<file path="config.mk">
export PLATFORM = sky130hd
export DESIGN_NAME = memory_bank
export DESIGN_NICKNAME = d
export VERILOG_FILES = /design/src/log_icn_pkg.sv /design/src/memory_bank.sv
export SDC_FILE = /design/constraint.sdc
export NUM_CORES = 2
export LEC_CHECK = 0
export ABC_CLOCK_PERIOD_IN_PS = 2500
export BUFFER_PORTS_ARGS = -buffer_cell sky130_fd_sc_hd__buf_2
export CAP_MARGIN = 20
export CORE_MARGIN = 2
export CORE_UTILIZATION = 40
export DETAILED_ROUTE_END_ITERATION = 10
export MAX_ROUTING_LAYER = met4
export PLACE_DENSITY = 0.66
export SYNTH_ARGS = -nofsm -noshare
export SYNTH_HDL_FRONTEND = slang
export SYNTH_SLANG_ARGS = --single-unit
export TNS_END_PERCENT = 30
</file>
<file path="constraint.sdc">
create_clock -name clk -period 2.5 [get_ports clk]
set_input_delay 0.125 -clock clk [delete_from_list [all_inputs] [get_ports clk]]
set_output_delay 0.125 -clock clk [all_outputs]
set_load 0.005 [all_outputs]
</file>
<file path="src/log_icn_pkg.sv">
package log_icn_pkg;

    //////////////////////
    // Subsystem sizes
    //////////////////////

    // Number of word-interleaved banks, power of two only
    localparam int N_BANK       = 4;
    // Bank select bits taken from the low address bits
    localparam int LOG_BANK     = $clog2(N_BANK);

    // Data word and its byte enables
    localparam int DATA_WIDTH   = 32;
    localparam int BE_WIDTH     = DATA_WIDTH / 8;

    // Word address from the master
    localparam int ADDR_WIDTH   = 8;
    // Row address inside one bank
    localparam int ROW_WIDTH    = ADDR_WIDTH - LOG_BANK;
    // Words held by each bank
    localparam int BANK_DEPTH   = 2 ** ROW_WIDTH;

    // Request sample to response strobe
    // One cycle each for request, bank and response stage
    localparam int RESP_LATENCY = 3;

    //////////////////////
    // Memory opcodes
    //////////////////////

    // Single bit on the bus
    typedef enum logic [0:0]
    {
        OP_READ  = 1'b0,
        OP_WRITE = 1'b1
    } mem_op_e;

endpackage
</file>
<file path="src/memory_bank.sv">
module memory_bank
(
    input  logic                                   clk,
    input  logic                                   reset_i,

    // Request from the request stage
    input  logic                                   req_i,
    input  log_icn_pkg::mem_op_e                   op_i,
    input  logic [log_icn_pkg::ROW_WIDTH-1:0]      row_i,
    input  logic [log_icn_pkg::BE_WIDTH-1:0]       be_i,
    input  logic [log_icn_pkg::DATA_WIDTH-1:0]     wdata_i,

    // Response towards the response tree
    output logic                                   r_valid_o,
    output logic [log_icn_pkg::DATA_WIDTH-1:0]     r_rdata_o
);

    import log_icn_pkg::*;

    // Single-port word array
    logic [DATA_WIDTH-1:0] mem [BANK_DEPTH];

    // Write access to this bank
    logic wr_en;

    assign wr_en = req_i && (op_i == OP_WRITE);

    //////////////////////
    // Storage array
    //////////////////////

    // Byte-enabled write
    // Disabled bytes keep their old contents
    always_ff @(posedge clk)
    begin
        if (wr_en)
        begin
            for (int b = 0; b < BE_WIDTH; b++)
            begin
                if (be_i[b])
                begin
                    mem[row_i][b*8 +: 8] <= wdata_i[b*8 +: 8];
                end
            end
        end
    end

    //////////////////////
    // Response
    //////////////////////

    // One-cycle strobe for reads and writes alike
    always_ff @(posedge clk)
    begin
        if (reset_i)
        begin
            r_valid_o <= 1'b0;
        end
        else
        begin
            r_valid_o <= req_i;
        end
    end

    // Read word, or zero as write acknowledge
    // Only meaningful while r_valid_o is high
    always_ff @(posedge clk)
    begin
        if (req_i)
        begin
            if (op_i == OP_WRITE)
            begin
                r_rdata_o <= '0;
            end
            else
            begin
                r_rdata_o <= mem[row_i];
            end
        end
    end

endmodule

</file>
==> summary.md <==
| Metric | Value |
|---|---|
| Final Hold Fails | `0` |
| Final Total Pwr | `71.98 mW` |
| Combinational share of power | `6.6%` |
| Placed cells | `7768` |
| DRC Markers | `0` |
| Synth Area in XOR/XNOR | `0%` |
| Setup Fix Bufs, Post-CTS | `0` |
| Remaining global-route overflow | `0` |
| Antenna Violating Nets Remaining | `0` |
| Ports | `79` |
| Post-route clock period utilization | `102.7%` |
| Net Sw Power | `16.02 mW` |
| Mux contribution to synthesized area | `3.866%` |
| Nets | `5394` |
| Worst Setup End Kind | `flip-flop` |
| Port bufs | `78` |
| Number of clock sinks | `2081` |
| Core Area | `199500 um^2` |
| MaxCap Viol Count | `0` |
| CTS tree | `yes` |
| Synth area leader | `edfxtp_1` |
| Maximum VDD drop | `707.1 uV` |
| Die height | `451.5 um` |
| Setup WS pre-CTS | `-386.4 ps` |
| EDFF count, synth | `2080` |
| Die W | `451.5 um` |
| Storage element area | `62480 um^2` |
| Synth Area in Adders | `0%` |
| Reg power frac | `53.7%` |
| Tot GR Track Use | `25.47%` |
| Drt pass-1 iters | `6` |
| Post-synth ARST share | `0%` |
| Clk buf depth | `3` |
| Worst hold path type | `in -> reg` |
| Largest net degree at the start of global routing | `65` |
| Register bit total from synthesis | `2081` |
| Mapped Cells | `4622` |
| Vias in the first global route | `48.78k` |
| Unique masters post-synth | `72` |
| Failing checks | `negative setup slack` |
| Initial DRC Count | `7817` |
| Fillers | `16.50k` |
| Clock power frac | `39.8%` |
| RSZ-0062 raised after global routing | `no` |
| Die ar. | `203800 um^2` |
| Switching Share | `22.26%` |
| Avg Vias per Cell | `6.206` |
| Synth top area share | `77.98%` |
| Post-route insts no fill | `8184` |
| R2R setup slack | `110 ps` |
| Final WS setup | `-67.21 ps` |
| Post-DP Area | `89080 um^2` |
| Crit path DAT | `3110 ps` |
| Seq/Total Area, Yosys | `78.00%` |
| Simple logic cell fraction of the synthesized area | `3.724%` |
| LEAKAGE | `31.02 nW` |
| Final Wtd Congestion | `0.9472` |
| Initial antenna violation count | `22` |
| Final Skew | `26.28 ps` |
| Setup TNS | `-82.74 ps` |
| Final Critical Period | `2567 ps` |
| Finished Cell Area | `95570 um^2` |
| Most used DFF post-synth | `edfxtp_1` |
| Syn. warnings | `0` |
| Worst Tran Pin Value | `942.5 ps` |
| Area grow syn2layout | `19.31%` |
| Clock root buffer | `clkbuf_16` |
| Syn Std Cell Area | `80100 um^2` |
| Worst-path clk slew | `60 ps` |
| Power Internal | `55.96 mW` |
| Top post-synthesis cells by area | `edfxtp_1 78%, a221oi_1 4.9%, a22oi_1 2.4%` |
| Pwr dens | `753.2 nW/um^2` |
| Final HPWL DP | `171600 um` |
| Worst slew margin | `36.79%` |
| Setup CP Type | `in -> reg` |
| H-tree depth | `4` |
| Status | `finished, violations left` |
| Initial Utilization | `40.16%` |
| Syn nets | `4668` |
| Max frequency | `389.5 MHz` |
| Multi-input gate area | `15620 um^2` |
| Fin. max-slew vios | `0` |
| First-pass GRT wire length | `363000 um` |
| Core Rows | `164` |
| Routed WL | `257300 um` |
| Main combinational cell family by area after synthesis | `compound AO/OA/AOI/OAI gates` |
| Wire length per cell | `31.44 um` |
| Clock Latency Late Sink | `840 ps` |
| Crit start category | `input port` |
| Final setup fails | `2` |
| Layout cells sized above 1 | `22.81%` |
| Worst EP required | `3040 ps` |
| Crit-path max FO | `23` |
| Mean Syn Cell Area | `17.33 um^2` |
| Via count | `50.79k` |
| Num CTS Buffers | `200` |
| Compound-Gate Fraction of Synth Area | `11.79%` |
## cell usage in the layout (no fill, tap or decap), types with 100 or more instances in the layout
cell type	instances
nand2_1	100
mux2i_1	147
a221oi_1	445
a22oi_1	258
nor2_1	460
clkbuf_16	206
buf_4	669
o21ai_0	147
buf_12	109
edfxtp_1	2080
## per-layer routing
layer	GRT usage, %	vias to the layer above	wire length (um)
li1	-	20620	-
met1	33.43	25800	95980
met2	38.27	3715	117900
met3	4.965	648	29500
met4	12.08	0	13960
met5	-	-	0
## layout make-up
cell class,instances,share of cell area (%)
multi-input cells,2170,16.34
well taps,2656,3.477
diodes,22,0.05760
inverters,5,0.03011
clock inverters,103,0.7881
repair buffers,890,8.333
clock buffers,257,5.594
flip-flops and latches,2081,65.38
## per-stage QoR
step	util (%)	hold WS, ps
2_1_floorplan	-	196.6
3_3_place_gp	44.66	282.9
3_5_place_dp	44.66	288.1
4_1_cts	47.89	1.898
5_1_grt	47.90	54.99
6_report	47.92	62.40
## cells in the mapped netlist (all sizes together) (2+ instances only)
| cell | count |
|---|---|
| nor3b | 6 |
| a221o | 12 |
| a31oi | 31 |
| a22oi | 258 |
| nor2b | 5 |
| o22a | 6 |
| and3b | 4 |
| o32ai | 15 |
| nor4bb | 2 |
| o21ai | 150 |
| a311oi | 7 |
| o22ai | 62 |
| a2bb2oi | 2 |
| nand2b | 5 |
| nor3 | 49 |
| nand2 | 102 |
| mux4 | 51 |
| o32a | 2 |
| a221oi | 452 |
| mux2 | 42 |
| nor4 | 2 |
| and2 | 5 |
| o2111a | 6 |
| a22o | 65 |
| nor2 | 464 |
| clkbuf | 112 |
| edfxtp | 2080 |
| inv | 4 |
| and2b | 3 |
| and3 | 21 |
| and4 | 13 |
| mux2i | 147 |
| o21a | 3 |
| nand3 | 12 |
| o221ai | 10 |
| a2111oi | 5 |
| a41oi | 27 |
| nor4b | 2 |
| a222oi | 6 |
| a21oi | 82 |
| a211oi | 14 |
| buf | 254 |
| o2bb2ai | 11 |
| o211ai | 4 |
## worst paths after layout
| path | start | end | cells past startpoint |
|---|---|---|---|
| setup / recovery | row_i[5] | r_rdata_o[27] | 9 |
| hold / removal | wdata_i[18] | mem[29][18] | 2 |
| setup reg to reg | mem[15][27] | r_rdata_o[27] | 6 |
| hold reg to reg | mem[2][23] | r_rdata_o[23] | 4 |
## worst max-delay path: stages
cell           delay (ps)
dlygate4sd3_1         520
buf_2                 500
nor2_1                200
nand2_2               160
buf_4                 400
nor3_1                150
a31oi_1               510
o2111a_1              360
a41oi_1               140
## registers in the layout, summed over array words and instances, names as in the netlist
signal	cells
mem	2048
r_rdata_o	32
r_valid_o	1
## power by group through the flow
stage                     combinational (mW)  clock [mW]  sequential, mW
after global routing                    4.86        30.1            38.6
after CTS                               4.61        28.8            38.6
after detailed placement                4.53           0            39.4
after floorplan                         1.95           0            39.3
final                                   4.72        28.6            38.6
after global placement                  4.47           0            39.4
## cells by family after synthesis
logic type             count (synthesis)
AND/OR/NAND/NOR                      697
AO/OA/AOI/OAI                       1233
multiplexers                         240
flip-flops                          2081
buffers and inverters                371
## repair_timing
action                                  4_1_cts  5_1_grt
gates resized for setup                       0        1
endpoints found under the setup margin        0        1
hold endpoints to repair                   1218        0
hold buffers                                 34        0
Note: power is estimated with default switching activity, not from simulation.
