File: src/log_icn_pkg.sv
package log_icn_pkg;

    //////////////////////
    // Subsystem sizes
    //////////////////////

    // Number of word-interleaved banks, power of two only
    localparam int N_BANK       = 4;
    // Bank select bits taken from the low address bits
    localparam int LOG_BANK     = $clog2(N_BANK);

    // Data word and its byte enables
    localparam int DATA_WIDTH   = 32;
    localparam int BE_WIDTH     = DATA_WIDTH / 8;

    // Word address from the master
    localparam int ADDR_WIDTH   = 8;
    // Row address inside one bank
    localparam int ROW_WIDTH    = ADDR_WIDTH - LOG_BANK;
    // Words held by each bank
    localparam int BANK_DEPTH   = 2 ** ROW_WIDTH;

    // Request sample to response strobe
    // One cycle each for request, bank and response stage
    localparam int RESP_LATENCY = 3;

    //////////////////////
    // Memory opcodes
    //////////////////////

    // Single bit on the bus
    typedef enum logic [0:0]
    {
        OP_READ  = 1'b0,
        OP_WRITE = 1'b1
    } mem_op_e;

endpackage
File: src/request_decoder.sv
module request_decoder
(
    input  logic                                   clk,
    input  logic                                   reset_i,

    // Master request
    input  logic                                   data_req_i,
    input  log_icn_pkg::mem_op_e                   data_op_i,
    input  logic [log_icn_pkg::ADDR_WIDTH-1:0]     data_add_i,
    input  logic [log_icn_pkg::BE_WIDTH-1:0]       data_be_i,
    input  logic [log_icn_pkg::DATA_WIDTH-1:0]     data_wdata_i,

    // Registered bank request, shared payload for all banks
    output logic [log_icn_pkg::N_BANK-1:0]         bank_req_o,
    output log_icn_pkg::mem_op_e                   bank_op_o,
    output logic [log_icn_pkg::ROW_WIDTH-1:0]      bank_row_o,
    output logic [log_icn_pkg::BE_WIDTH-1:0]       bank_be_o,
    output logic [log_icn_pkg::DATA_WIDTH-1:0]     bank_wdata_o
);

    import log_icn_pkg::*;

    // Bank index from the low address bits
    logic [LOG_BANK-1:0]    bank_sel;
    // Row index from the remaining upper bits
    logic [ROW_WIDTH-1:0]   row_sel;
    // One-hot request before the register
    logic [N_BANK-1:0]      bank_onehot;

    //////////////////////
    // Address decode
    //////////////////////

    // Word interleaving
    // Consecutive words land in consecutive banks
    assign bank_sel = data_add_i[LOG_BANK-1:0];
    assign row_sel  = data_add_i[ADDR_WIDTH-1:LOG_BANK];

    always_comb
    begin
        bank_onehot           = '0;
        // All zero when no request arrives
        bank_onehot[bank_sel] = data_req_i;
    end

    //////////////////////
    // Request register
    //////////////////////

    // Strobe register, at most one bit set per cycle
    always_ff @(posedge clk)
    begin
        if (reset_i)
        begin
            bank_req_o <= '0;
        end
        else
        begin
            bank_req_o <= bank_onehot;
        end
    end

    // Payload register
    // Holds its last value between requests
    always_ff @(posedge clk)
    begin
        if (data_req_i)
        begin
            bank_op_o    <= data_op_i;
            bank_row_o   <= row_sel;
            bank_be_o    <= data_be_i;
            bank_wdata_o <= data_wdata_i;
        end
    end

endmodule

File: config.mk
export PLATFORM = sky130hd
export DESIGN_NAME = request_decoder
export DESIGN_NICKNAME = d
export VERILOG_FILES = /design/src/log_icn_pkg.sv /design/src/request_decoder.sv
export SDC_FILE = /design/constraint.sdc
export NUM_CORES = 1
export LEC_CHECK = 0
export BUFFER_PORTS_ARGS = -buffer_cell sky130_fd_sc_hd__buf_4
export CAP_MARGIN = 10
export CORE_ASPECT_RATIO = 1.2
export CORE_MARGIN = 2
export CORE_UTILIZATION = 25
export DETAILED_ROUTE_END_ITERATION = 6
export PLACE_DENSITY = 0.51
export SYNTH_ARGS = -nofsm -noshare
export SYNTH_HDL_FRONTEND = slang
export SYNTH_SLANG_ARGS = --single-unit
export TNS_END_PERCENT = 30
File: constraint.sdc
create_clock -name clk -period 0.8 [get_ports clk]
set_clock_uncertainty 0.1 [all_clocks]
set_input_delay 0.04 -clock clk [delete_from_list [all_inputs] [get_ports clk]]
set_output_delay 0.04 -clock clk [all_outputs]
set_load 0.05 [all_outputs]
==> results of run 1 <==
## metal layers
layer | up-vias | wire (µm) | global-route usage
li1 | 502 | - | -
met1 | 506 | 1300 | 0.118
met2 | 52 | 2260 | 0.232
met3 | 4 | 224 | 0.0395
met4 | 0 | 41 | 0.0404
met5 | - | 0 | 0
## cells in the final DEF, fill, tap and decap left out
master	netlist	final
buf_4	0	50
buf_6	0	45
edfxtp_1	43	43
dlygate4sd3_1	0	43
clkbuf_8	0	5
dfxtp_2	0	4
and4bb_2	2	2
clkinv_1	0	2
buf_8	0	2
nor4b_2	1	1
and4b_1	1	1
clkinvlp_4	0	1
buf_12	0	1
## stage by stage
step	utilization	power [µW]	hold slack, ns	worst slack [ns]
floorplan	-	3640	0.0106	0.0594
global placement	0.405	4160	0.119	0.0358
detailed placement	0.405	4170	0.119	0.0226
CTS	0.531	5830	-0.194	-0.240
global route	0.532	5980	-0.197	-0.263
finish	0.532	5760	-0.182	-0.222
## power groups by stage
stage               clock network, µW  registers [µW]  logic, µW
floorplan                           0            3630       8.40
global placement                    0            2980       1170
detailed placement                  0            2990       1180
CTS                              1400            2970       1460
global route                     1480            2990       1510
finish                           1330            2970       1460
## worst paths after layout
kind | to | slack [ns] | cells past startpoint
max | bank_wdata_o[30] | -0.22 | 1
min | bank_req_o[0]$_SDFF_PP0_ | -0.18 | 2
## state kept, by name (all words and copies together) (netlist names)
signal	flops
bank_op_o	1
bank_be_o	4
bank_row_o	6
bank_req_o	4
bank_wdata_o	32
## area by class of cell
type / instances / share of cell area
Clock inverter: 3 / 0.00508
Clock buffer: 5 / 0.0233
Sequential cell: 47 / 0.466
Timing Repair Buffer: 141 / 0.461
Multi-Input combinational cell: 4 / 0.0169
Tap cell: 64 / 0.0271
## Yosys cell counts
library cell | count | share of area
and4b_1 | 1 | 0.0070
edfxtp_1 | 43 | 0.91
nor4b_2 | 1 | 0.011
and4bb_2 | 2 | 0.018
dfxtp_1 | 4 | 0.056
## kinds of logic (layout without fill, tap and decap cells)
logic type	Yosys count	after routing	synth area share
buffers and inverters	0	149	0
AND/OR/NAND/NOR	4	4	0.0352
flip-flops	47	47	0.965
## repair_timing
item                       CTS  global route
setup endpoints to repair   47            47
buffers inserted             0             0
hold endpoints to repair    47             4
gates resized for setup     52             1
==> metrics list, run 1 <==
- Result of the run: finished with violations
- The checks that failed: hold timing, setup timing.
* Clock buffers created by TritonCTS: 5
* Via count normalized by instance count: 4.03
- For the pin with the worst max-slew slack, the measured transition is 0.167 ns.
- Starting Density: 0.256
- The wire-length estimate of the detail-placed layout is 2.59 mm.
- Root buf cell: clkbuf_8
- Static timing analysis puts the maximum clock frequency at 978 MHz.
* Overall fraction of global-route tracks in use: 0.121
- Entering global routing, the biggest net connects 23 pins.
- Post-DRT Antenna Nets: 0
- When the netlist entered floorplanning its net count stood at 99.
* Cell class contributing the biggest share of worst-path delay: flip-flops
* Launching instance or port of the critical path: bank_wdata_o[30]$_DFFE_PP_
* Synth unique cells: 5
* Seq. cell area: 1380 µm²
- RePlAce Congestion: 0.609
- Counting every sink on the clock net gives 47.
* Max-slew violation count: 0
- After layout, the minimum clock period comes to 1.02 ns.
- The final hold violation count is 3.
- Clock-pin slew was measured on the worst setup and hold paths at 0.08 ns.
- Nets: 247
- In this run the static leakage power is 0.00123 µW.
- The clock passes through at most 2 buffers.
* CP Buf/Inv Count: 1
- The cell count after synthesis came out at 51.
- The mapped netlist covers 1420 µm².
* Area of the core: 5560 µm²
- Excluding fillers, the count of instances in the completed layout stands at 264.
* Worst Hold Launch: data_add_i[0]
- During synthesis, Yosys emitted a total of 0 warnings.
- Class of the most critical setup path: reg2out
- CTS H-Tree Depth: 2
- In the routed design, unresolved DRC markers number 0.
- Final Worst Setup Slack: -0.222 ns
* Top fanout value on the critical path: 1
- GRT overflow: 0
- Slew margin rel.: 0.888
- TritonCTS clock tree: yes
- Row generation in the floorplan step produced 30 rows.
- Cell Chain, Critical Path: buf_6
- From left edge to right edge, the die measures 72.8 µm.
- Iteration-0 DRC Markers: 34
* Die height: 86.6 µm
- Part of the total power dissipated in the clock network: 0.232
- Mean area per synthesized cell: 27.9 µm²
- Final hold slack: -0.182 ns
* Critical path launch point type: flop
- Share of final-layout standard cells stronger than drive strength 1: 0.555
- The analysis attributes to net switching a power of 1650 µW.
* Hold buffers post-CTS: 43
- The largest single stage delay on the critical path is 0.42 ns.
- Placed Area: 2250 µm²
* Ports: 95
- Antenna violations before repair: 0
- For this block, the via count after detailed routing is 1064.
- Slowest stage cell, crit path: edfxtp_1
* Routed wire length: 3.82 mm
- Dividing total power by cell area gives a power density of 1950 nW/µm².
- STA puts the critical path data arrival time at 0.88 ns.
- STA classifies the critical path endpoint as a primary output.
* Total placed cells including tap cells: 213
* Logic gate share of total power: 0.253
- Wire length of the first global-routing pass: 5.60 mm
- Setup violations remaining at the end of the flow were counted as 47.
- Share of the clock period used by the worst path: 1.28
* Layout Area Growth over Synthesis: 108%
* Area of the multi-input gates: 50.0 µm²
- Required arrival time at the worst endpoint: 0.66 ns
* Max Cap Violations: 0
- Number of fill cells: 459
- The first detailed-routing pass took 4 iterations.
- Count of buffers inserted at the top-level ports: 94
- Across the VDD grid, the largest voltage drop is 1.05 mV.
* WL per Instance: 14.5 µm
- Via count of the first global-routing pass: 1207
* Cell area after layout: 2950 µm²
- The tightest min-delay check is of the in2reg type.
* Post-synthesis sequential element count: 47
* Portion of the post-synthesis area used by sequential elements: 0.965
- The die covers 6310 µm².
* Sequential cell fraction of total power: 0.515
- Setup repair after global routing missed its margin: yes
* Internal portion of total power: 4110 µW
* Ant diodes: 0
* Sum of negative setup slack: -8.56 ns
* Net Sw Frac: 0.287
(Power assumes the default switching activity.)
==> run 2, diff against run 1 <==
--- a/config.mk
+++ b/config.mk
@@ -7,11 +7,13 @@
 export LEC_CHECK = 0
 export BUFFER_PORTS_ARGS = -buffer_cell sky130_fd_sc_hd__buf_4
 export CAP_MARGIN = 10
+export CELL_PAD_IN_SITES_DETAIL_PLACEMENT = 1
+export CELL_PAD_IN_SITES_GLOBAL_PLACEMENT = 2
 export CORE_ASPECT_RATIO = 1.2
 export CORE_MARGIN = 2
 export CORE_UTILIZATION = 25
 export DETAILED_ROUTE_END_ITERATION = 6
-export PLACE_DENSITY = 0.51
+export PLACE_DENSITY = 0.72
 export SYNTH_ARGS = -nofsm -noshare
 export SYNTH_HDL_FRONTEND = slang
 export SYNTH_SLANG_ARGS = --single-unit
==> metrics list, run 2 (synthesized netlist as in run 1, its figures left out) <==
- Cell class contributing the biggest share of worst-path delay: flip-flops
* Max-slew violation count: 0
- On the critical path, the stage with the largest delay is an instance of edfxtp_1.
- Including well taps, the total number of placed cells is 212.
- Actual transition at the worst max-transition pin: 0.166 ns
- The final hold violation count was 3.
- Top fanout value on the critical path: 1
- In the layout the commonest cells are buf_4, buf_6, edfxtp_1, dlygate4sd3_1, clkbuf_8.
* Pwr/cell area: 1950 nW/µm²
* Max IR drop VDD: 0.812 mV
- In this run the tightest slew margin relative to its limit is 0.889.
- The final layout contains 246 nets.
* Routed wire length: 4.09 mm
* Area of the core: 5560 µm²
- Arrival time at the worst endpoint: 0.89 ns
- Across the run, the number of max-cap violations was 0.
* CP Depth: 1
* Clock Pin Slew Worst Setup and Hold Paths: 0.08 ns
* Hold buffers post-CTS: 43
* Number of flip-flops in the largest register: 32
- Worst Hold Launch: data_add_i[1]
- TritonCTS built the clock tree.
- GRT overflow: 0
- STA classifies the critical path endpoint as a primary output.
* Number of rows in the core area: 30
- For this design the static power due to leakage is 0.00123 µW.
* Time the final worst path needs with I/O delays and setup: 1.03 ns
* Hold path depth: 2
- CTS H-Tree Depth: 2
- The run finished, with violations left.
- Required arrival time at the worst endpoint: 0.66 ns
- The largest single stage delay on the critical path is 0.43 ns.
- Endpoint of the worst hold-timing path: bank_req_o[0]$_SDFF_PP0_
- Maximum number of pins on one net before global-route repair: 18
- Top reg by flops: bank_wdata_o
* Class of the tightest hold or removal check: in2reg
- Traced cell by cell, the critical path runs through buf_6.
- Commonest non-fill, non-tap cell in the layout: buf_4
* Root buf cell: clkbuf_8
- Largest registers: bank_wdata_o: 32 flops, bank_row_o: 6 flops
- Die height: 86.6 µm
* Count of non-filler cells in the finished layout: 263
- Static timing analysis puts the maximum clock frequency at 974 MHz.
* RePlAce Congestion: 0.712
- The pre-antenna-repair detailed-routing pass consisted of 3 iterations.
- In the final layout, the share of cells above drive strength 1 is 0.553.
- In the finished design, the share of the clock period the worst path needs comes to 1.28.
- For this run, design rule violations remaining after detail routing come to 0.
- For this block, the initial DRC count from the detailed router was 33.
- Setup repair after global routing could not meet its margin everywhere.
- The number of antenna diodes in the final layout is 0.
- The first global-routing pass estimated 6.02 mm of wire.
- Dividing the detail-routed via count by the number of cells gives 3.92.
- Placed wire-length estimate after detailed placement: 2.63 mm
- The number of clock buffers added by TritonCTS is 5.
- Sum of negative setup slack: -8.18 ns
- Cell area after layout: 2960 µm²
* Starting Density: 0.256
- Count of buffers inserted at the top-level ports: 94
- Layout Area Growth over Synthesis: 109%
* Ports: 95
- WL per Instance: 15.6 µm
* Final core utilization: 0.534
- Total clock sinks: 47
- The detailed router placed 1031 vias in this run.
* Maximum root-to-sink buffer count: 2
* Class of the most critical setup path: reg2out
- Final Worst Setup Slack: -0.227 ns
* Via count of the first global-routing pass: 1159
* Area of the die: 6310 µm²
- Together, buffers and inverters on the worst path number 1.
- Final setup vio count: 47
- Overall fraction of global-route tracks in use: 0.132
* Final hold slack: -0.169 ns
- Post-DRT Antenna Nets: 0
- Failing checks: hold timing, setup timing
- The number of antenna violations at the first check in global routing was 0.
* Horiz. Die Dim: 72.8 µm
- Placed Area: 2270 µm²
- STA classifies the critical path startpoint as a flop.
## run 2: worst max-delay path by stage
stage / start / slack [ns] / to
6_report: bank_wdata_o[25]$_DFFE_PP_ / -0.23 / bank_wdata_o[25]
5_1_grt: bank_wdata_o[25]$_DFFE_PP_ / -0.27 / bank_wdata_o[25]
4_1_cts: bank_be_o[0]$_DFFE_PP_ / -0.23 / bank_be_o[0]
3_5_place_dp: data_req_i / 0.04 / bank_wdata_o[12]$_DFFE_PP_
3_3_place_gp: data_req_i / 0.05 / bank_wdata_o[3]$_DFFE_PP_
2_1_floorplan: bank_be_o[0]$_DFFE_PP_ / 0.06 / bank_be_o[0]
## run 2: layout make-up
| type | count | area, µm² |
|---|---|---|
| fill | 530 | 2590 |
| sequential | 47 | 1380 |
| timing repair buffer | 140 | 1380 |
| tap | 64 | 80.1 |
| clock buffer | 7 | 76.3 |
| multi-input combinational | 4 | 50.0 |
| clock inverter | 1 | 5.00 |
## run 2: report_power, final
group          leakage [µW]  switching [µW]  internal, µW
Sequential         0.000455            85.3          2880
Combinational      0.000735             830           644
Clock             0.0000422             729           614
## run 2: routing by layer
layer	wire length, µm	global-route usage
met1	1460	0.142
met2	2410	0.248
met3	183	0.0372
met4	38	0.0370
met5	0	0
## run 2: repair_timing
action | 4_1_cts | 5_1_grt
endpoints found under the hold margin | 46 | 4
pin swaps | 0 | 0
gates cloned | 0 | 0
setup endpoints to repair | 47 | 47
buffers inserted | 0 | 0
gates resized for setup | 52 | 0
## run 2: stage by stage
| stage | setup slack (ns) | power (µW) |
|---|---|---|
| floorplan | 0.0594 | 3640 |
| global placement | 0.0548 | 4160 |
| detailed placement | 0.0431 | 4180 |
| CTS | -0.234 | 5830 |
| global route | -0.267 | 6040 |
| finish | -0.227 | 5790 |
