**src/log_icn_pkg.sv**
```systemverilog
package log_icn_pkg;

    //////////////////////
    // Subsystem sizes
    //////////////////////

    // Number of word-interleaved banks, power of two only
    localparam int N_BANK       = 4;
    // Bank select bits taken from the low address bits
    localparam int LOG_BANK     = $clog2(N_BANK);

    // Data word and its byte enables
    localparam int DATA_WIDTH   = 32;
    localparam int BE_WIDTH     = DATA_WIDTH / 8;

    // Word address from the master
    localparam int ADDR_WIDTH   = 8;
    // Row address inside one bank
    localparam int ROW_WIDTH    = ADDR_WIDTH - LOG_BANK;
    // Words held by each bank
    localparam int BANK_DEPTH   = 2 ** ROW_WIDTH;

    // Request sample to response strobe
    // One cycle each for request, bank and response stage
    localparam int RESP_LATENCY = 3;

    //////////////////////
    // Memory opcodes
    //////////////////////

    // Single bit on the bus
    typedef enum logic [0:0]
    {
        OP_READ  = 1'b0,
        OP_WRITE = 1'b1
    } mem_op_e;

endpackage
```
**src/response_tree.sv**
```systemverilog
module response_tree
(
    input  logic                                   clk,
    input  logic                                   reset_i,

    // One response channel per bank
    input  logic [log_icn_pkg::N_BANK-1:0]         data_r_valid_i,
    input  logic [log_icn_pkg::N_BANK-1:0][log_icn_pkg::DATA_WIDTH-1:0] data_r_rdata_i,

    // Registered master response
    output logic                                   data_r_valid_o,
    output logic [log_icn_pkg::DATA_WIDTH-1:0]     data_r_rdata_o
);

    import log_icn_pkg::*;

    // Heap-ordered node storage
    // Node 0 is the root
    // Node i has children 2i+1 and 2i+2
    // Nodes N_BANK-1 and up are the leaves, one per bank
    logic [2*N_BANK-2:0]                   node_valid;
    logic [2*N_BANK-2:0][DATA_WIDTH-1:0]   node_rdata;

    //////////////////////
    // Leaf level
    //////////////////////

    // Bank responses enter at the bottom of the tree
    for (genvar k = 0; k < N_BANK; k++)
    begin : gen_leaf
        assign node_valid[N_BANK-1+k] = data_r_valid_i[k];
        assign node_rdata[N_BANK-1+k] = data_r_rdata_i[k];
    end

    //////////////////////
    // Fan-in nodes
    //////////////////////

    // Level j holds 2**j nodes, level 0 is the root
    // No arbitration, banks never answer in the same cycle
    for (genvar j = 0; j < LOG_BANK; j++)
    begin : gen_level
        for (genvar k = 0; k < 2**j; k++)
        begin : gen_node
            // Node index and its left child on level j+1
            localparam int NODE  = (2**j - 1) + k;
            localparam int CHILD = (2**(j+1) - 1) + 2*k;

            // Any child valid makes the node valid
            assign node_valid[NODE] = node_valid[CHILD] | node_valid[CHILD+1];

            // Pick the valid child, left one by default
            assign node_rdata[NODE] = node_valid[CHILD+1] ? node_rdata[CHILD+1]
                                                          : node_rdata[CHILD];
        end
    end

    //////////////////////
    // Output register
    //////////////////////

    // Data forced to zero on idle cycles
    always_ff @(posedge clk)
    begin
        if (reset_i)
        begin
            data_r_valid_o <= 1'b0;
            data_r_rdata_o <= '0;
        end
        else
        begin
            data_r_valid_o <= node_valid[0];
            if (node_valid[0])
            begin
                data_r_rdata_o <= node_rdata[0];
            end
            else
            begin
                data_r_rdata_o <= '0;
            end
        end
    end

endmodule

```
**config.mk**
```make
export PLATFORM = sky130hd
export DESIGN_NAME = response_tree
export DESIGN_NICKNAME = d
export VERILOG_FILES = /design/src/log_icn_pkg.sv /design/src/response_tree.sv
export SDC_FILE = /design/constraint.sdc
export NUM_CORES = 1
export LEC_CHECK = 0
export ABC_CLOCK_PERIOD_IN_PS = 1200
export BUFFER_PORTS_ARGS = -buffer_cell sky130_fd_sc_hd__buf_4
export CAP_MARGIN = 10
export CORE_MARGIN = 4
export CORE_UTILIZATION = 25
export DETAILED_ROUTE_END_ITERATION = 8
export HOLD_SLACK_MARGIN = 0.06
export PLACE_DENSITY = 0.55
export SYNTH_ARGS = -nofsm -noshare
export SYNTH_HDL_FRONTEND = slang
export SYNTH_SLANG_ARGS = --single-unit
```
**constraint.sdc**
```tcl
create_clock -name clk -period 1.2 [get_ports clk]
set_input_delay 0 -clock clk [delete_from_list [all_inputs] [get_ports clk]]
set_output_delay 0 -clock clk [all_outputs]
set_load 0.005 [all_outputs]
```
==> impl_results.rst, run 1 <==
.. list-table::
   :header-rows: 1

   * - Metric
     - Value
   * - Final setup fails
     - 0
   * - Fraction of the yosys area taken by sequential cells
     - 0.335
   * - Number of library cell types mapped by synthesis
     - 15
   * - Simple-gate area share of the yosys netlist
     - 0.227
   * - Pre-CTS setup slack
     - -0.134 ns
   * - Height of the die
     - 96.8 um
   * - Slew at the pin with the worst max-slew slack
     - 0.905 ns
   * - Syn-to-layout area delta
     - 84.7%
   * - Buffers inserted during post-CTS setup optimization
     - 0
   * - Post-Synth Adder-Cell Area
     - 0
   * - Register clock-pin slew on the reported worst setup and hold paths
     - 0.07 ns
   * - Top-Level Pins
     - 167
   * - Part of the cycle the worst path needs
     - 0.814
   * - Most common cell after layout, fill and taps aside
     - sky130_fd_sc_hd__buf_4
   * - Net count, final
     - 507
   * - Worst hold path class
     - input port to flop
   * - Horizontal die dimension
     - 96.8 um
   * - Rows
     - 32
   * - Status
     - complete, no violations
   * - Count of max-cap constraint violations
     - 0
   * - GRT overflow
     - 0
   * - Reg area
     - 661 um2
   * - Fin worst setup slack
     - 0.223 ns
   * - Wire length of the first global-routing pass
     - 11.5 mm
   * - Hold Worst Slack
     - 0.0651 ns
   * - Count of filler cells inserted in the layout
     - 764
   * - Flops & latches, synth
     - 33
   * - Resized cells post-CTS
     - 0
   * - Worst relative slew slack
     - 0.395
   * - Post-Synth XOR/XNOR Area
     - 0
   * - Synth Warn #
     - 0
   * - Antenna Nets Post-Route
     - 0
   * - Clock period minus worst slack
     - 0.977 ns
   * - Ratio of total power to cell area
     - 856 nW/um2
   * - Data required time at the worst endpoint
     - 1.31 ns
   * - Startpoint type of the worst setup path
     - input port
   * - CTS Buf Count
     - 5
   * - Leakage Power
     - 0.00166 uW
   * - Share of final-layout standard cells stronger than drive strength 1
     - 0.521
   * - Commonest non-fill, non-tap cells in the layout
     - sky130_fd_sc_hd__buf_4 (174), sky130_fd_sc_hd__dfxtp_1 (33), sky130_fd_sc_hd__mux2i_1 (32), sky130_fd_sc_hd__nor3b_1 (32), sky130_fd_sc_hd__nor2b_1 (32)
   * - Number of global-route vias before repair
     - 2255
   * - Critical path capture point type
     - flop
   * - Syn Area/Cell
     - 10.7 um2
   * - Post-synthesis mux area share
     - 0.163
   * - Diode count
     - 0
   * - Setup Crit Path Kind
     - input port to flop
   * - RSZ-0062 raised after global routing
     - false
   * - Post-detailed-route wirelength per cell
     - 15.5 um
   * - Main combinational cell family by area after synthesis
     - simple AND/OR/NAND/NOR gates
   * - DIE AREA
     - 9370 um2
   * - Peak ir drop on the vdd network
     - 0.000326 V
   * - Share of the synthesized area in compound gates (AO/OA/AOI/OAI)
     - 0.195
   * - Post-CTS Hold Buffers
     - 26
   * - Count of H-tree levels built during CTS
     - 2
   * - Utilization of the core after routing
     - 0.473
   * - Effective utilization at floorplan
     - 0.256
   * - Largest buffer count on any clock path
     - 2
   * - Count of final max-slew check failures
     - 0
   * - Achievable frequency
     - 1020 MHz
   * - Number of endpoints with negative hold slack in the final report
     - 0
   * - DRT Pass-1 Iters
     - 4
   * - Post-Synthesis Net Count
     - 319
   * - Placer congestion estimate
     - 0.772
   * - Overall global routing resource usage
     - 0.151
   * - Total Routed Length
     - 7.40 mm
   * - Clock sink total
     - 33
   * - Maximum number of pins on one net before global-route repair
     - 48
   * - Data arrival, critical path
     - 1.09 ns
   * - CTS tree
     - done
   * - Cell area after synthesis
     - 1970 um2
   * - Final HPWL from detailed placement
     - 5.64 mm
   * - DRC violation total after the first TritonRoute iteration
     - 50
   * - Vias per cell
     - 4.60
   * - Port Buffer Count
     - 166
   * - Multi-input gate area
     - 1160 um2
   * - Post-Syn Instances
     - 185
   * - DR vias
     - 2190
   * - Root buf cell
     - sky130_fd_sc_hd__clkbuf_8
   * - Antenna violations before repair
     - 0
   * - Critical path peak fanout
     - 32
   * - Detailed-route DRC error count
     - 0
   * - Core area
     - 7690 um2
[state kept, by name (all words and copies together), names as in the netlist]
signal	count
data_r_valid_o	1
data_r_rdata_o	32
[Yosys cell counts (all sizes together)]
master   number  area, um2
a2111oi      32        357
mux2i        32        320
nor3b        32        240
nor2b        32        200
inv           2       7.51
buf          14        128
dfxtp        33        661
nor2          1       6.26
o41ai         1       27.5
clkbuf        6       23.8
[layer usage]
layer	vias to the layer above	global-route usage	part of all wire
met5	-	0	0
met4	0	0.0389	0.0099
met3	7	0.0534	0.092
met2	101	0.265	0.50
met1	1005	0.174	0.40
li1	1077	-	-
[stage by stage]
stage | instances | total power [uW] | setup TNS (ns) | cell area, um2
2_1_floorplan | 185 | 1580 | 0 | 1970
3_3_place_gp | 442 | 2110 | -1.78 | 3280
3_5_place_dp | 442 | 2130 | -2.48 | 3280
4_1_cts | 476 | 3160 | 0 | 3640
5_1_grt | 476 | 3270 | 0 | 3640
6_report | 476 | 3120 | 0 | 3640
[worst paths after layout]
check	to	cells past startpoint	slack, ns	start
worst max-delay path	data_r_rdata_o[19]$_SDFF_PP0_	3	0.22	data_r_valid_i[3]
worst min-delay path	data_r_rdata_o[7]$_SDFF_PP0_	3	0.07	data_r_rdata_i[103]
[worst max-delay path, stage by stage]
cell                        delay (ns)
sky130_fd_sc_hd__buf_4            0.14
sky130_fd_sc_hd__nor2_4           0.71
sky130_fd_sc_hd__a2111oi_0        0.24
[report_power, final]
group	internal (uW)	total (uW)	switching [uW]
Sequential	1190	1210	22.3
Combinational	608	948	340
Clock	519	960	441
[layout make-up]
| type | count | share of cell area |
|---|---|---|
| Timing Repair Buffer | 201 | 0.436 |
| Multi-Input combinational cell | 130 | 0.318 |
| Sequential cell | 33 | 0.182 |
| Tap cell | 102 | 0.0351 |
| Clock buffer | 7 | 0.0265 |
| Inverter | 2 | 0.00206 |
| Clock inverter | 1 | 0.00138 |
[cell families (layout without fill, tap and decap cells)]
family / Yosys count / in the layout
and+or+nand+nor: 65 / 65
DFF: 33 / 33
AOI/OAI and AO/OA: 33 / 33
buffers and inverters: 22 / 211
muxes: 32 / 32
(Power assumes the default switching activity.)
==> inputs of run 2 (changes only) <==
Settings changed: ABC_AREA set to 1, ABC_CLOCK_PERIOD_IN_PS 1200 to 950, PLACE_DENSITY 0.55 to 0.54.
Clock period 1.2 ns to 0.95 ns, I/O delays scaled along.
==> run 2 against run 1 <==
Worst setup slack better by 0.0088 ns. Synthesized cell count is 110% higher. Global-route usage is 0.77 points higher. Critical endpoint is now data_r_rdata_o[25]$_SDFF_PP0_. Sequential share of layout area is 0.43 points lower. Worst hold slack better by 0.0044 ns. Design area is 2.4% higher. Clock-buffer cell count stayed put. Die area is 8.3% higher. Area after synthesis is 9.1% higher. Flip-flop and latch count stayed put. Combinational power is 32% higher. Routed wire length is 11% higher. Critical path type unchanged.
==> impl_results.rst, run 2 <==
.. list-table::
   :header-rows: 1

   * - Metric
     - Value
   * - Count of max-cap constraint violations
     - 0 (unchanged)
   * - Worst hold path class
     - input port to flop (unchanged)
   * - CP most frequent cell
     - sky130_fd_sc_hd__nand2_1
   * - Syn Area/Cell
     - 5.58 um2 (was 10.7 um2)
   * - Share of flip-flops with an asynchronous set or reset after synthesis
     - 0 (unchanged)
   * - Part of the cycle the worst path needs
     - 0.756
   * - Worst relative slew slack
     - 0.605 (was 0.395)
   * - Rows
     - 33 (was 32)
   * - DRT Pass-1 Iters
     - 4 (unchanged)
   * - Largest registers
     - data_r_rdata_o (32), data_r_valid_o (1) (unchanged)
   * - Count of flip-flops with a built-in enable after synthesis
     - 0 (unchanged)
   * - Share of final-layout standard cells stronger than drive strength 1
     - 0.337 (was 0.521)
   * - Leading cell type by number of instances after synthesis
     - sky130_fd_sc_hd__nand2_1 (was sky130_fd_sc_hd__dfxtp_1)
   * - Number of endpoints with negative hold slack in the final report
     - 0 (unchanged)
   * - Data arrival, critical path
     - 0.89 ns (was 1.09 ns)
   * - Total Routed Length
     - 8.19 mm (was 7.40 mm)
   * - Horizontal die dimension
     - 101 um (was 96.8 um)
   * - Max stage delay cell, worst path
     - sky130_fd_sc_hd__dlygate4sd3_1 (was sky130_fd_sc_hd__nor2_4)
   * - Hold Worst Slack
     - 0.0695 ns (was 0.0651 ns)
   * - Maximum number of pins on one net before global-route repair
     - 33 (was 48)
   * - Final HPWL from detailed placement
     - 6.28 mm (was 5.64 mm)
   * - Crit path to
     - data_r_rdata_o[25]$_SDFF_PP0_ (was data_r_rdata_o[19]$_SDFF_PP0_)
   * - Peak ir drop on the vdd network
     - 0.000556 V (was 0.000326 V)
   * - Area share of the leading cell type in the synthesized netlist
     - 0.335 (about the same)
   * - Clock sink total
     - 33 (unchanged)
   * - Clock period minus worst slack
     - 0.718 ns
   * - Buffers inserted during post-CTS setup optimization
     - 0 (unchanged)
   * - Reg area
     - 661 um2 (unchanged)
   * - Commonest non-fill, non-tap cells in the layout
     - sky130_fd_sc_hd__nand2_1 (192), sky130_fd_sc_hd__buf_4 (175), sky130_fd_sc_hd__inv_1 (67) (was sky130_fd_sc_hd__buf_4 (174), sky130_fd_sc_hd__dfxtp_1 (33), sky130_fd_sc_hd__mux2i_1 (32), sky130_fd_sc_hd__nor3b_1 (32), sky130_fd_sc_hd__nor2b_1 (32))
   * - Biggest cell delay along the critical path
     - 0.54 ns (was 0.71 ns)
   * - Critical path peak fanout
     - 1 (was 32)
   * - Vias per cell
     - 4.23 (was 4.60)
   * - DRC violation total after the first TritonRoute iteration
     - 64 (was 50)
   * - Critical path capture point type
     - flop (unchanged)
   * - Status
     - complete, no violations (unchanged)
   * - Count of H-tree levels built during CTS
     - 2 (unchanged)
   * - Number of instances in the placed design
     - 645 (was 442)
   * - Antenna Nets Post-Route
     - 0 (unchanged)
   * - Largest register FFs
     - 32 (unchanged)
   * - Achievable frequency
     - 1390 MHz
   * - Count of filler cells inserted in the layout
     - 890 (was 764)
   * - Multi-input gate area
     - 1070 um2 (was 1160 um2)
   * - Wire length of the first global-routing pass
     - 12.9 mm (was 11.5 mm)
   * - Slew at the pin with the worst max-slew slack
     - 0.592 ns (was 0.905 ns)
   * - Syn-to-layout area delta
     - 73.4% (was 84.7%)
   * - Final std cells w/o fill
     - 666 (was 476)
   * - Utilization of the core after routing
     - 0.449 (was 0.473)
   * - Effective utilization at floorplan
     - 0.259 (was 0.256)
   * - Number of global-route vias before repair
     - 2786 (was 2255)
   * - Startpoint type of the worst setup path
     - input port (unchanged)
   * - Largest buffer count on any clock path
     - 2 (unchanged)
   * - Core area
     - 8300 um2 (was 7690 um2)
   * - Top-Level Pins
     - 167 (unchanged)
   * - Leakage Power
     - 0.00224 uW (was 0.00166 uW)
   * - Summed negative setup slack over all endpoints
     - 0 ns (unchanged)
   * - Post-Synthesis Net Count
     - 519 (was 319)
   * - Placer congestion estimate
     - 0.758 (was 0.772)
   * - DIE AREA
     - 10100 um2 (was 9370 um2)
   * - Most common cell after layout, fill and taps aside
     - sky130_fd_sc_hd__nand2_1 (was sky130_fd_sc_hd__buf_4)
   * - Synth Warn #
     - 0 (unchanged)
   * - Register clock-pin slew on the reported worst setup and hold paths
     - 0.06 ns (was 0.07 ns)
   * - Count of final max-slew check failures
     - 0 (unchanged)
   * - Pre-CTS setup slack
     - -0.0518 ns (was -0.134 ns)
   * - Cell accounting for the most synthesized area
     - sky130_fd_sc_hd__nand2_1 (was sky130_fd_sc_hd__dfxtp_1)
   * - Top cells by count, synth
     - sky130_fd_sc_hd__nand2_1 (192), sky130_fd_sc_hd__inv_1 (67), sky130_fd_sc_hd__dfxtp_1 (33), sky130_fd_sc_hd__nand3_1 (33), sky130_fd_sc_hd__a21oi_1 (32) (was sky130_fd_sc_hd__dfxtp_1 (33), sky130_fd_sc_hd__mux2i_1 (32), sky130_fd_sc_hd__nor2b_1 (32), sky130_fd_sc_hd__nor3b_1 (32))
   * - DR vias
     - 2820 (was 2190)
   * - Net count, final
     - 695 (was 507)
   * - Final setup fails
     - 0 (unchanged)
   * - Setup Crit Path Kind
     - input port to flop (unchanged)
   * - Post-detailed-route wirelength per cell
     - 12.3 um (was 15.5 um)
   * - GRT overflow
     - 0 (unchanged)
   * - Cell area after synthesis
     - 2150 um2 (was 1970 um2)
   * - Source of the critical timing path
     - data_r_rdata_i[89] (was data_r_valid_i[3])
   * - CTS tree
     - done (unchanged)
   * - Fraction of the yosys area taken by sequential cells
     - 0.307 (was 0.335)
   * - Register containing the most flip-flops in the final layout
     - data_r_rdata_o (unchanged)
   * - Number of library cell types mapped by synthesis
     - 12 (was 15)
   * - CTS Buf Count
     - 5 (unchanged)
   * - Critical Path, Cell by Cell
     - dlygate4sd3_1 -> buf_4 -> nand2_1 -> nand2_1 -> nand2_1 -> a21oi_1 (was buf_4 -> nor2_4 -> a2111oi_0)
   * - Port Buffer Count
     - 166 (unchanged)
   * - Area contributors post-synth
     - sky130_fd_sc_hd__nand2_1 (34%), sky130_fd_sc_hd__dfxtp_1 (31%), sky130_fd_sc_hd__inv_1 (12%) (was sky130_fd_sc_hd__dfxtp_1 (34%), sky130_fd_sc_hd__mux2i_1 (16%), sky130_fd_sc_hd__nor3b_1 (12%))
   * - Fin worst setup slack
     - 0.232 ns (was 0.223 ns)
   * - Ratio of total power to cell area
     - 1030 nW/um2 (was 856 nW/um2)
   * - Root buf cell
     - sky130_fd_sc_hd__clkbuf_8 (unchanged)
   * - Detailed-route DRC error count
     - 0 (unchanged)
   * - Ys flop type
     - sky130_fd_sc_hd__dfxtp_1 (unchanged)
   * - Height of the die
     - 101 um (was 96.8 um)
   * - Post-Syn Instances
     - 385 (was 185)
   * - Diode count
     - 0 (unchanged)
   * - Antenna violations before repair
     - 0 (unchanged)
   * - Overall global routing resource usage
     - 0.159 (was 0.151)
   * - Data required time at the worst endpoint
     - 1.12 ns (was 1.31 ns)
   * - Flops & latches, synth
     - 33 (unchanged)
   * - RSZ-0062 raised after global routing
     - false (unchanged)
-- run 2: layout make-up --
class | instances | area share
Sequential cell | 33 | 0.177
Tap cell | 105 | 0.0352
Clock buffer | 7 | 0.0232
Inverter | 70 | 0.0705
Multi-Input combinational cell | 259 | 0.288
Timing Repair Buffer | 192 | 0.406
-- run 2: critical path, delay by kind of cell --
kind                   cells  cell delay (ns)
AOI/OAI and AO/OA          1             0.06
and+or+nand+nor            3             0.15
buffers and inverters      2             0.67
-- run 2: worst min path at each step --
stage / startpoint / endpoint / slack (ns) / depth (start not counted)
2_1_floorplan: data_r_valid_i[2] / data_r_rdata_o[23]$_SDFF_PP0_ / 0.19 / 3
3_3_place_gp: data_r_rdata_i[80] / data_r_rdata_o[16]$_SDFF_PP0_ / 0.34 / 5
3_5_place_dp: data_r_rdata_i[87] / data_r_rdata_o[23]$_SDFF_PP0_ / 0.35 / 5
4_1_cts: data_r_rdata_i[27] / data_r_rdata_o[27]$_SDFF_PP0_ / 0.06 / 5
5_1_grt: data_r_rdata_i[112] / data_r_rdata_o[16]$_SDFF_PP0_ / 0.08 / 5
6_report: data_r_rdata_i[97] / data_r_rdata_o[1]$_SDFF_PP0_ / 0.07 / 5
-- run 2: cells by family after synthesis --
group	synth area share
buffers and inverters	0.194
AOI/OAI and AO/OA	0.0745
and+or+nand+nor	0.424
DFF	0.307
-- run 2: power by group --
| part | leakage (uW) | switching [uW] | internal (uW) |
|---|---|---|---|
| Clock | 0.0000443 | 483 | 575 |
| Sequential | 0.000274 | 28.5 | 1490 |
| Combinational | 0.00192 | 527 | 722 |
| Total | 0.00224 | 1040 | 2790 |
-- run 2: what timing repair did --
action                                  in CTS  in global routing
endpoints found under the setup margin       0                  0
endpoints found under the hold margin       10                  0
hold buffers                                14                  0
gates resized for setup                      0                  0
-- run 2: stage by stage --
step / cell area [um2] / total power (uW)
4_1_cts: 3730 / 3910
5_1_grt: 3730 / 4090
2_1_floorplan: 2150 / 2050
3_5_place_dp: 3500 / 2770
3_3_place_gp: 3500 / 2760
6_report: 3730 / 3830
-- run 2: per-layer routing --
metal / global-route usage / part of all wire / wire length, um / vias to the layer above
met2: 0.281 / 0.49 / 4040 / 122
met4: 0.0383 / 0.014 / 117 / 0
met5: 0 / 0 / 0 / -
met3: 0.0408 / 0.093 / 759 / 9
met1: 0.191 / 0.40 / 3270 / 1209
li1: - / - / - / 1480
